## config.mk

```make
export PLATFORM = sky130hd
export DESIGN_NAME = irq_top
export DESIGN_NICKNAME = d
export VERILOG_FILES = /design/src/rtl/irq_pkg.sv /design/src/rtl/irq_enable_reg.sv /design/src/rtl/irq_request_stage.sv /design/src/rtl/irq_priority_stage.sv /design/src/rtl/irq_vector_stage.sv /design/src/rtl/irq_top.sv
export SDC_FILE = /design/constraint.sdc
export NUM_CORES = 1
export LEC_CHECK = 0
export ABC_AREA = 1
export BUFFER_PORTS_ARGS = -buffer_cell sky130_fd_sc_hd__clkbuf_2
export CAP_MARGIN = 20
export CORE_MARGIN = 4
export CORE_UTILIZATION = 48
export DETAILED_ROUTE_END_ITERATION = 10
export PLACE_DENSITY = 0.86
export SYNTH_ARGS = -nofsm -noshare
export SYNTH_HDL_FRONTEND = slang
export SYNTH_SLANG_ARGS = --single-unit
```

## constraint.sdc

```tcl
create_clock -name clk -period 2.86 [get_ports clk]
set_input_delay 0.429 -clock clk [delete_from_list [all_inputs] [get_ports clk]]
set_output_delay 0.429 -clock clk [all_outputs]
set_load 0.02 [all_outputs]
```

## src/rtl/irq_pkg.sv

```systemverilog
package irq_pkg;

	// Interrupt sources, one per IF/IE bit
	localparam int NUM_IRQ = 8;

	// CPU bus widths
	localparam int DATA_W = 8;
	localparam int ADDR_W = 16;

	// IE lives at the very top of the address space
	localparam logic [ADDR_W-1:0] IE_ADDR = 16'hFFFF;

	// Binary index of one source
	localparam int IDX_W = 3;

	// Dispatch vector field, address bits 7..3
	localparam int VEC_W = 5;

endpackage

```

## src/rtl/irq_enable_reg.sv

```systemverilog
`timescale 1ns/1ps

module irq_enable_reg ( clk, reset, addr, wdata, wr, rd, ie, ie_hit, rdata );

	input clk;
	input reset;
	input [irq_pkg::ADDR_W-1:0] addr;		// CPU address bus
	input [irq_pkg::DATA_W-1:0] wdata;		// CPU write data
	input wr;					// Write strobe
	input rd;					// Read strobe
	output logic [irq_pkg::NUM_IRQ-1:0] ie;	// Interrupt enable mask
	output logic ie_hit;				// Address is IE
	output logic [irq_pkg::DATA_W-1:0] rdata;	// Zero when not selected

	logic ie_wr;			// Write hitting IE this cycle
	logic ie_rd;			// Read hitting IE this cycle

	// Full 16-bit compare
	always_comb begin
		ie_hit = (addr == irq_pkg::IE_ADDR);
	end

	always_comb begin
		ie_wr = wr & ie_hit;
		ie_rd = rd & ie_hit;
	end

	// New mask usable from the next cycle
	always_ff @(posedge clk) begin
		if (reset) begin
			ie <= '0;			// All sources masked
		end else if (ie_wr) begin
			ie <= wdata[irq_pkg::NUM_IRQ-1:0];
		end
	end

	// Read mux onto the data bus
	always_comb begin
		if (ie_rd) begin
			rdata = irq_pkg::DATA_W'(ie);
		end else begin
			rdata = '0;
		end
	end

	// The shared read bus relies on this staying quiet outside reads
	a_rdata_idle: assert property (
		@(posedge clk) !rd |-> (rdata == '0)
	) else $error("rdata driven while rd is low");

endmodule

```

## src/rtl/irq_request_stage.sv

```systemverilog
`timescale 1ns/1ps

module irq_request_stage ( clk, reset, trig, ie, pending, wake );

	input clk;
	input reset;
	input [irq_pkg::NUM_IRQ-1:0] trig;		// IF flag levels from outside
	input [irq_pkg::NUM_IRQ-1:0] ie;		// Enable mask
	output logic [irq_pkg::NUM_IRQ-1:0] pending;	// Registered masked requests
	output logic wake;				// Leave HALT

	logic [irq_pkg::NUM_IRQ-1:0] masked;	// Requests passing IE
	logic any_masked;				// At least one request passes

	always_comb begin
		masked = trig & ie;
		any_masked = |masked;
	end

	// One register stage for both the set and its summary
	always_ff @(posedge clk) begin
		if (reset) begin
			pending <= '0;
			wake <= 1'b0;
		end else begin
			pending <= masked;
			// Wake ignores dispatch gating so HALT can exit with IME off
			wake <= any_masked;
		end
	end

	// Wake and the pending set come from the same sample
	a_wake_matches: assert property (
		@(posedge clk) disable iff (reset)
		wake == (|pending)
	) else $error("wake out of step with pending");

endmodule

```

## src/rtl/irq_priority_stage.sv

```systemverilog
`timescale 1ns/1ps

module irq_priority_stage ( clk, reset, pending, dispatch_en, seq_busy, ack );

	input clk;
	input reset;
	input [irq_pkg::NUM_IRQ-1:0] pending;	// Masked requests
	input dispatch_en;				// Decoder allows dispatch
	input seq_busy;				// Sequencer blocks dispatch
	output logic [irq_pkg::NUM_IRQ-1:0] ack;	// One-hot acknowledge

	logic [irq_pkg::NUM_IRQ-1:0] winner;	// Lowest set bit of pending
	logic [irq_pkg::NUM_IRQ-1:0] ack_next;	// Winner after gating
	logic allow;				// Dispatch permitted this cycle

	// Bit 0 has top priority
	always_comb begin
		logic found;
		found = 1'b0;
		winner = '0;
		for (int i = 0; i < irq_pkg::NUM_IRQ; i++) begin
			if (pending[i] && !found) begin
				winner[i] = 1'b1;
				found = 1'b1;
			end
		end
	end

	always_comb begin
		allow = dispatch_en & ~seq_busy;
		ack_next = allow ? winner : '0;
	end

	always_ff @(posedge clk) begin
		if (reset) begin
			ack <= '0;
		end else begin
			ack <= ack_next;		// Repeats while the flag is held
		end
	end

	// Only one source is serviced at a time
	a_ack_onehot: assert property (
		@(posedge clk) disable iff (reset)
		$onehot0(ack)
	) else $error("ack is not one-hot");

	// Never acknowledge something that was not pending
	a_ack_subset: assert property (
		@(posedge clk) disable iff (reset)
		##1 ((ack & ~$past(pending)) == '0)
	) else $error("ack outside previous pending set");

endmodule

```

## src/rtl/irq_vector_stage.sv

```systemverilog
`timescale 1ns/1ps

module irq_vector_stage ( clk, reset, ack, dispatch_en, seq_busy, vector, taken );

	input clk;
	input reset;
	input [irq_pkg::NUM_IRQ-1:0] ack;		// One-hot acknowledge
	input dispatch_en;				// Decoder allows dispatch
	input seq_busy;				// Sequencer state bit
	output logic [irq_pkg::VEC_W-1:0] vector;	// Address bits 7..3
	output logic taken;				// Interrupt entered

	logic [irq_pkg::IDX_W-1:0] idx;		// Binary index of acknowledged source
	logic any_ack;				// Some source acknowledged
	logic vec_b3;					// Address bit 6
	logic vec_b4;					// Address bit 7

	// OR encoder, a zero ack gives index zero
	always_comb begin
		idx = '0;
		for (int i = 0; i < irq_pkg::NUM_IRQ; i++) begin
			if (ack[i]) begin
				idx = idx | irq_pkg::IDX_W'(i);
			end
		end
	end

	always_comb begin
		any_ack = |ack;
		vec_b3 = any_ack & dispatch_en;
		vec_b4 = seq_busy & dispatch_en;
	end

	always_ff @(posedge clk) begin
		if (reset) begin
			vector <= '0;
			taken <= 1'b0;
		end else begin
			vector <= {vec_b4, vec_b3, idx};
			taken <= any_ack;
		end
	end

	// Taken implies bit 6 unless dispatch dropped during the ack cycle
	a_taken_vec: assert property (
		@(posedge clk) disable iff (reset)
		taken |-> (vector[3] || !$past(dispatch_en))
	) else $error("taken without vector bit 6");

	// An ack needs dispatch open one stage earlier
	a_taken_origin: assert property (
		@(posedge clk) disable iff (reset)
		taken |-> $past(dispatch_en, 2)
	) else $error("taken without dispatch enable upstream");

endmodule

```

## src/rtl/irq_top.sv

```systemverilog
`timescale 1ns/1ps

module irq_top ( clk, reset, addr, wdata, wr, rd, trig, dispatch_en, seq_busy,
	rdata, ie_hit, wake, ack, vector, taken );

	input clk;
	input reset;
	input [irq_pkg::ADDR_W-1:0] addr;		// CPU address bus
	input [irq_pkg::DATA_W-1:0] wdata;		// CPU write data
	input wr;
	input rd;
	input [irq_pkg::NUM_IRQ-1:0] trig;		// IF flags
	input dispatch_en;				// Decoder enable
	input seq_busy;				// Sequencer blocks dispatch
	output [irq_pkg::DATA_W-1:0] rdata;		// IE read-back
	output ie_hit;				// Address is IE
	output wake;					// HALT exit
	output [irq_pkg::NUM_IRQ-1:0] ack;		// One-hot acknowledge
	output [irq_pkg::VEC_W-1:0] vector;		// Dispatch address bits 7..3
	output taken;				// Interrupt entered

	wire [irq_pkg::NUM_IRQ-1:0] ie;		// Enable mask
	wire [irq_pkg::NUM_IRQ-1:0] pending;	// Masked requests, stage 1

	irq_enable_reg u_ie (
		.clk(clk),
		.reset(reset),
		.addr(addr),
		.wdata(wdata),
		.wr(wr),
		.rd(rd),
		.ie(ie),
		.ie_hit(ie_hit),
		.rdata(rdata)
	);

	irq_request_stage u_req (
		.clk(clk),
		.reset(reset),
		.trig(trig),
		.ie(ie),
		.pending(pending),
		.wake(wake)
	);

	irq_priority_stage u_pri (
		.clk(clk),
		.reset(reset),
		.pending(pending),
		.dispatch_en(dispatch_en),
		.seq_busy(seq_busy),
		.ack(ack)
	);

	irq_vector_stage u_vec (
		.clk(clk),
		.reset(reset),
		.ack(ack),
		.dispatch_en(dispatch_en),
		.seq_busy(seq_busy),
		.vector(vector),
		.taken(taken)
	);

endmodule

```

; After elaboration in Yosys (flattened, before gate mapping)
; Index checks and enable logic that the tools add are counted.
[totals]
ff_bits = 31
latchBits = 0
ramBits = 0
romBits = 0
inputBits = 38
out_inout_bits = 24
wordCells = 54
mem_count = 0
[classes]
addsub = 0
mul = 0
div = 0
n_lt_le_gt_ge = 0
eq_ne = 1
n_shift = 0
n_mux = 22
bitwise = 8
n_reduce_logical = 17
[op_table]
columns = operator, n
row1 = 16-bit == test (second input constant), 1
row2 = 8-bit OR reduction, 2
row3 = 1-bit 2-to-1 mux, 15
row4 = 3-bit 2-to-1 mux, 4
row5 = 8-bit AND, 1
row6 = 8-bit 2-to-1 mux, 1
row7 = 1-bit logical AND, 7
row8 = 1-bit logical NOT, 7
row9 = 1-bit AND, 5
row10 = 2-bit 2-to-1 mux, 2
row11 = 1-bit NOT, 2
row12 = 2-bit OR reduction, 1

; Logic depth before layout (Yosys ltp)
[depth]
word_depth = 22
mapped_depth = 7

; By module
; A second synthesis with hierarchy kept.
[hier_totals]
hier_cells = 189
area_unflattened_um2 = 1331.3
[modules_own_cells]
columns = module, instances, cells_each, area_per_inst_um2
row1 = irq_enable_reg, 1, 98, 573.0
row2 = irq_priority_stage, 1, 34, 289.0
row3 = irq_request_stage, 1, 33, 272.8
row4 = irq_vector_stage, 1, 24, 196.4

; Worst setup path before layout
; No wires, ideal clock.
[synth_timing]
path_kind = input -> output
from = input addr[1] (netlist bit)
to = output rdata[0] (netlist bit)
t_arrival_ps = 1231
setup_slack_ps = 1200
cell_stages = 6
path_cell_list = nand2_1 -> nor2_1 -> nand2_2 -> nor2_8 -> nand2_4 -> nor2_2
[synth_via]
elab_chain_len = 3
[synth_rtl]
columns = element, line
row1 = from (decl), irq_top.sv:8  ; input [irq_pkg::ADDR_W-1:0] addr;
row2 = 16-bit == test, irq_enable_reg.sv:20  ; ie_hit = (addr == irq_pkg::IE_ADDR);
row3 = named net ie_hit, irq_top.sv:16  ; output ie_hit;
row4 = 1-bit AND, irq_enable_reg.sv:25  ; ie_rd = rd & ie_hit;
row5 = 8-bit 2-to-1 mux, irq_enable_reg.sv:39  ; if (ie_rd) begin
row6 = to (decl), irq_top.sv:15  ; output [irq_pkg::DATA_W-1:0] rdata;
; The timed path passes the listed nets, and every way through them passes these cells.

; Worst setup path after layout
[layout_timing]
from = input addr[1] (netlist bit)
to = output rdata[1] (netlist bit)
[layout_via]
elab_chain_len = 3
[layout_rtl]
columns = element, line
row1 = 16-bit == test, irq_enable_reg.sv:20
row2 = 1-bit AND, irq_enable_reg.sv:25
row3 = 8-bit 2-to-1 mux, irq_enable_reg.sv:39
; No other way between the ends.

==> summary.txt <==
Logic synthesis
  – Synth top area cells: dfxtp_1 48%, nand2_1 12%, inv_1 8.9%
  – Ys flop type: dfxtp_1
  – Adder-cell share of the synthesized area: 0
  – Post-synthesis sequential area ratio: 0.477
  – Post-synth top cells: 40 x nand2_1, 31 x dfxtp_1, 31 x inv_1, 31 x nor2_1
  – Xor/xnor share of the synthesized area: 0
  – Cell taking the most area after synthesis: dfxtp_1
  – Synthesized area: 0.00130 mm^2
  – Ys async rst share: 0
  – Synth Area in Compound Gates: 0.0538
  – Syn_nets: 221
  – Mean post-synth cell area: 7.11 um^2
  – Post-synthesis cell type count: 17
  – Synth warnings: 0
  – Main combinational cell family by area after synthesis: simple AND/OR/NAND/NOR gates
  – Cell with the most instances after synthesis: nand2_1
  – FF+latch count, synth: 31
  – Simple-gate share of the synthesized area: 0.366
  – EDFF count, synth: 0
  – Synth top area share: 0.477
  – Post-synthesis mux area share: 0
  – Post-Synthesis Cells: 183

Layout
  – N_diodes: 0
  – Fillers: 220
  – Layout cells sized above 1: 0.327
  – Nets: 285
  – Final Instance Area: 0.00171 mm^2
  – Area growth syn-to-layout: 31.6%

Timing
  – Final hold violation count: 0
  – Worst Tran Pin Value: 390 ps
  – Hold slack: 317 ps
  – Max Clock Skew: 5.03 ps
  – Post-route minimum period: 1850 ps
  – Post-Route Setup TNS: 0 ps
  – Slew Limit Fails: 0
  – Finish-stage setup viols: 0
  – Final worst path period share: 0.647
  – RSZ-0062 raised after global routing: no
  – Slew margin rel.: 0.738
  – Max Fclk: 0.541 GHz

Routing
  – Final wirelength: 2.90 mm
  – DRT iter0 DRCs: 16
  – Via count: 1,297
  – DRT antenna net count: 0
  – DR WL/cell: 10.4 um
  – Router iterations before antenna repair: 4
  – Avg Vias per Cell: 4.67
  – DRC errors left: 0

Power
  – Tot Pwr: 839 uW
  – Peak VDD IR: 0.324 mV
  – Leakage power: 0.000891 uW
  – Power Dens Cells: 490 mW/mm^2

Setup path
  – CP Cell Sequence: clkbuf_2, nand2_1, nor2_1, nand2_2, nor2_8, nand2_4, nor2_2, clkbuf_2
  – CP arrival: 1420 ps
  – Worst path most repeated cell: clkbuf_2
  – Startpoint Class: primary input
  – Crit. End Element: output port
  – Critical Path RT: 2430 ps
  – Crit path max-delay family: simple AND/OR/NAND/NOR gates
  – Worst Path Max Fanout: 10
  – Largest stage delay on the critical path: 200 ps
  – WP buf/inv: 2
  – Reg-to-reg setup timing slack: 1810 ps
  – R2R Path Start: u_pri.ack[7]
  – Crit Path Class: in2out
  – CP max-delay cell: nor2_8
  – CP Launch Point: addr[1]

Clock tree
  – Hold-fix buffers, CTS: 0
  – Num CTS Buffers: 5
  – Clock slew at reported path FFs: 100 ps
  – H-tree depth: 2
  – Root Driver: clkbuf_4
  – PostCTS Resize Cnt: 0
  – CTS tree: done
  – Clk_lat worst skew: 330 ps
  – Clk sinks: 31
  – Post-CTS Setup Repair Bufs: 0
  – Buffer levels on the longest clock path: 2

GRT
  – Largest net degree at the start of global routing: 17
  – Via count of the first global-routing pass: 1,184
  – Remaining Overflow, GRT: 0
  – Initial antenna violation count: 0
  – Busiest layer in global routing: met2
  – Tot GR Track Use: 0.186
  – First-pass GRT wire length: 4.85 mm
  – Met3 Usage GRT: 0.0821
  – M1 GR Usage: 0.194
  – Grt met2 use: 0.323

Floorplanning
  – Core Box Area: 0.00252 mm^2
  – Initial Util: 0.516
  – Die height: 60.1 um
  – Die width: 60.1 um
  – Row cnt: 18
  – Ports: 62
  – Die area: 0.00361 mm^2

Placement
  – Gpl congestion: 0.789
  – Port bufs: 61
  – DP Wirelength: 2.31 mm
  – Area after DPL: 0.00163 mm^2

Min path
  – Launch point of the worst hold path: trig[5]
  – Hold Path Class: in2reg

Run
  – Max cap viols: 0

Status
  – Run status: finished, final reports clean
==> logic make-up after synthesis <==
| kind of cell | count (synthesis) |
|---|---|
| simple gates | 104 |
| buf+inv | 35 |
| flops | 31 |
| compound gates | 13 |
==> flip-flops by register name, indices dropped and copies added, names as in the netlist <==
name and flops:
u_ie.ie 8, u_pri.ack 8, u_req.pending 8, u_vec.vector 5, u_req.wake 1, u_vec.taken 1
==> stage by stage <==
step | utilization | std cells | setup WS [ps]
3_5_place_dp | 0.645 | 270 | 1010
6_report | 0.679 | 278 | 1010
4_1_cts | 0.679 | 278 | 1000
5_1_grt | 0.679 | 278 | 877
2_1_floorplan | - | 183 | 1200
3_3_place_gp | 0.645 | 270 | 1030
==> report_power, final <==
part	internal [uW]	switching, uW
sequential	432	0.155
clock	206	149
combinational	24.3	27.3
==> routing by layer <==
metal,part of all wire,up-vias
met1,0.39,563
met5,0,-
met4,0.017,0
met3,0.090,6
li1,-,687
met2,0.50,41
==> cell type report <==
class	instances	area, um^2	area share
Sequential cell	31	621	0.362
Tap cell	30	37.5	0.0219
Timing Repair Buffer	61	305	0.178
Inverter	31	116	0.0679
Multi-Input combinational cell	117	547	0.319
Clock inverter	2	35.0	0.0205
Clock buffer	6	51.3	0.0299
==> worst reg2reg max path: stages, from the launching register on <==
cell     delay (ps)
dfxtp_1         320
inv_1            70
nand2_1          70
o31ai_1         350
a21oi_1         120
==> layout by cell type (no fill, tap or decap), drive strengths merged <==
cell type,instances
a21oi,11
bufinv,1
clkbuf,67
clkinv,1
dfxtp,31
inv,31
nand2,42
nand3,11
nand4,3
nor2,41
nor3,5
nor4,2
o31ai,2
==> worst paths after layout <==
| path | end | cells after the start |
|---|---|---|
| setup / recovery | rdata[1] | 8 |
| hold / removal | u_req.pending[5] | 3 |
| setup reg to reg | u_vec.vector[3] | 4 |
| hold reg to reg | u_pri.ack[2] | 1 |
No activity file was read; power rests on OpenSTA's default activity.
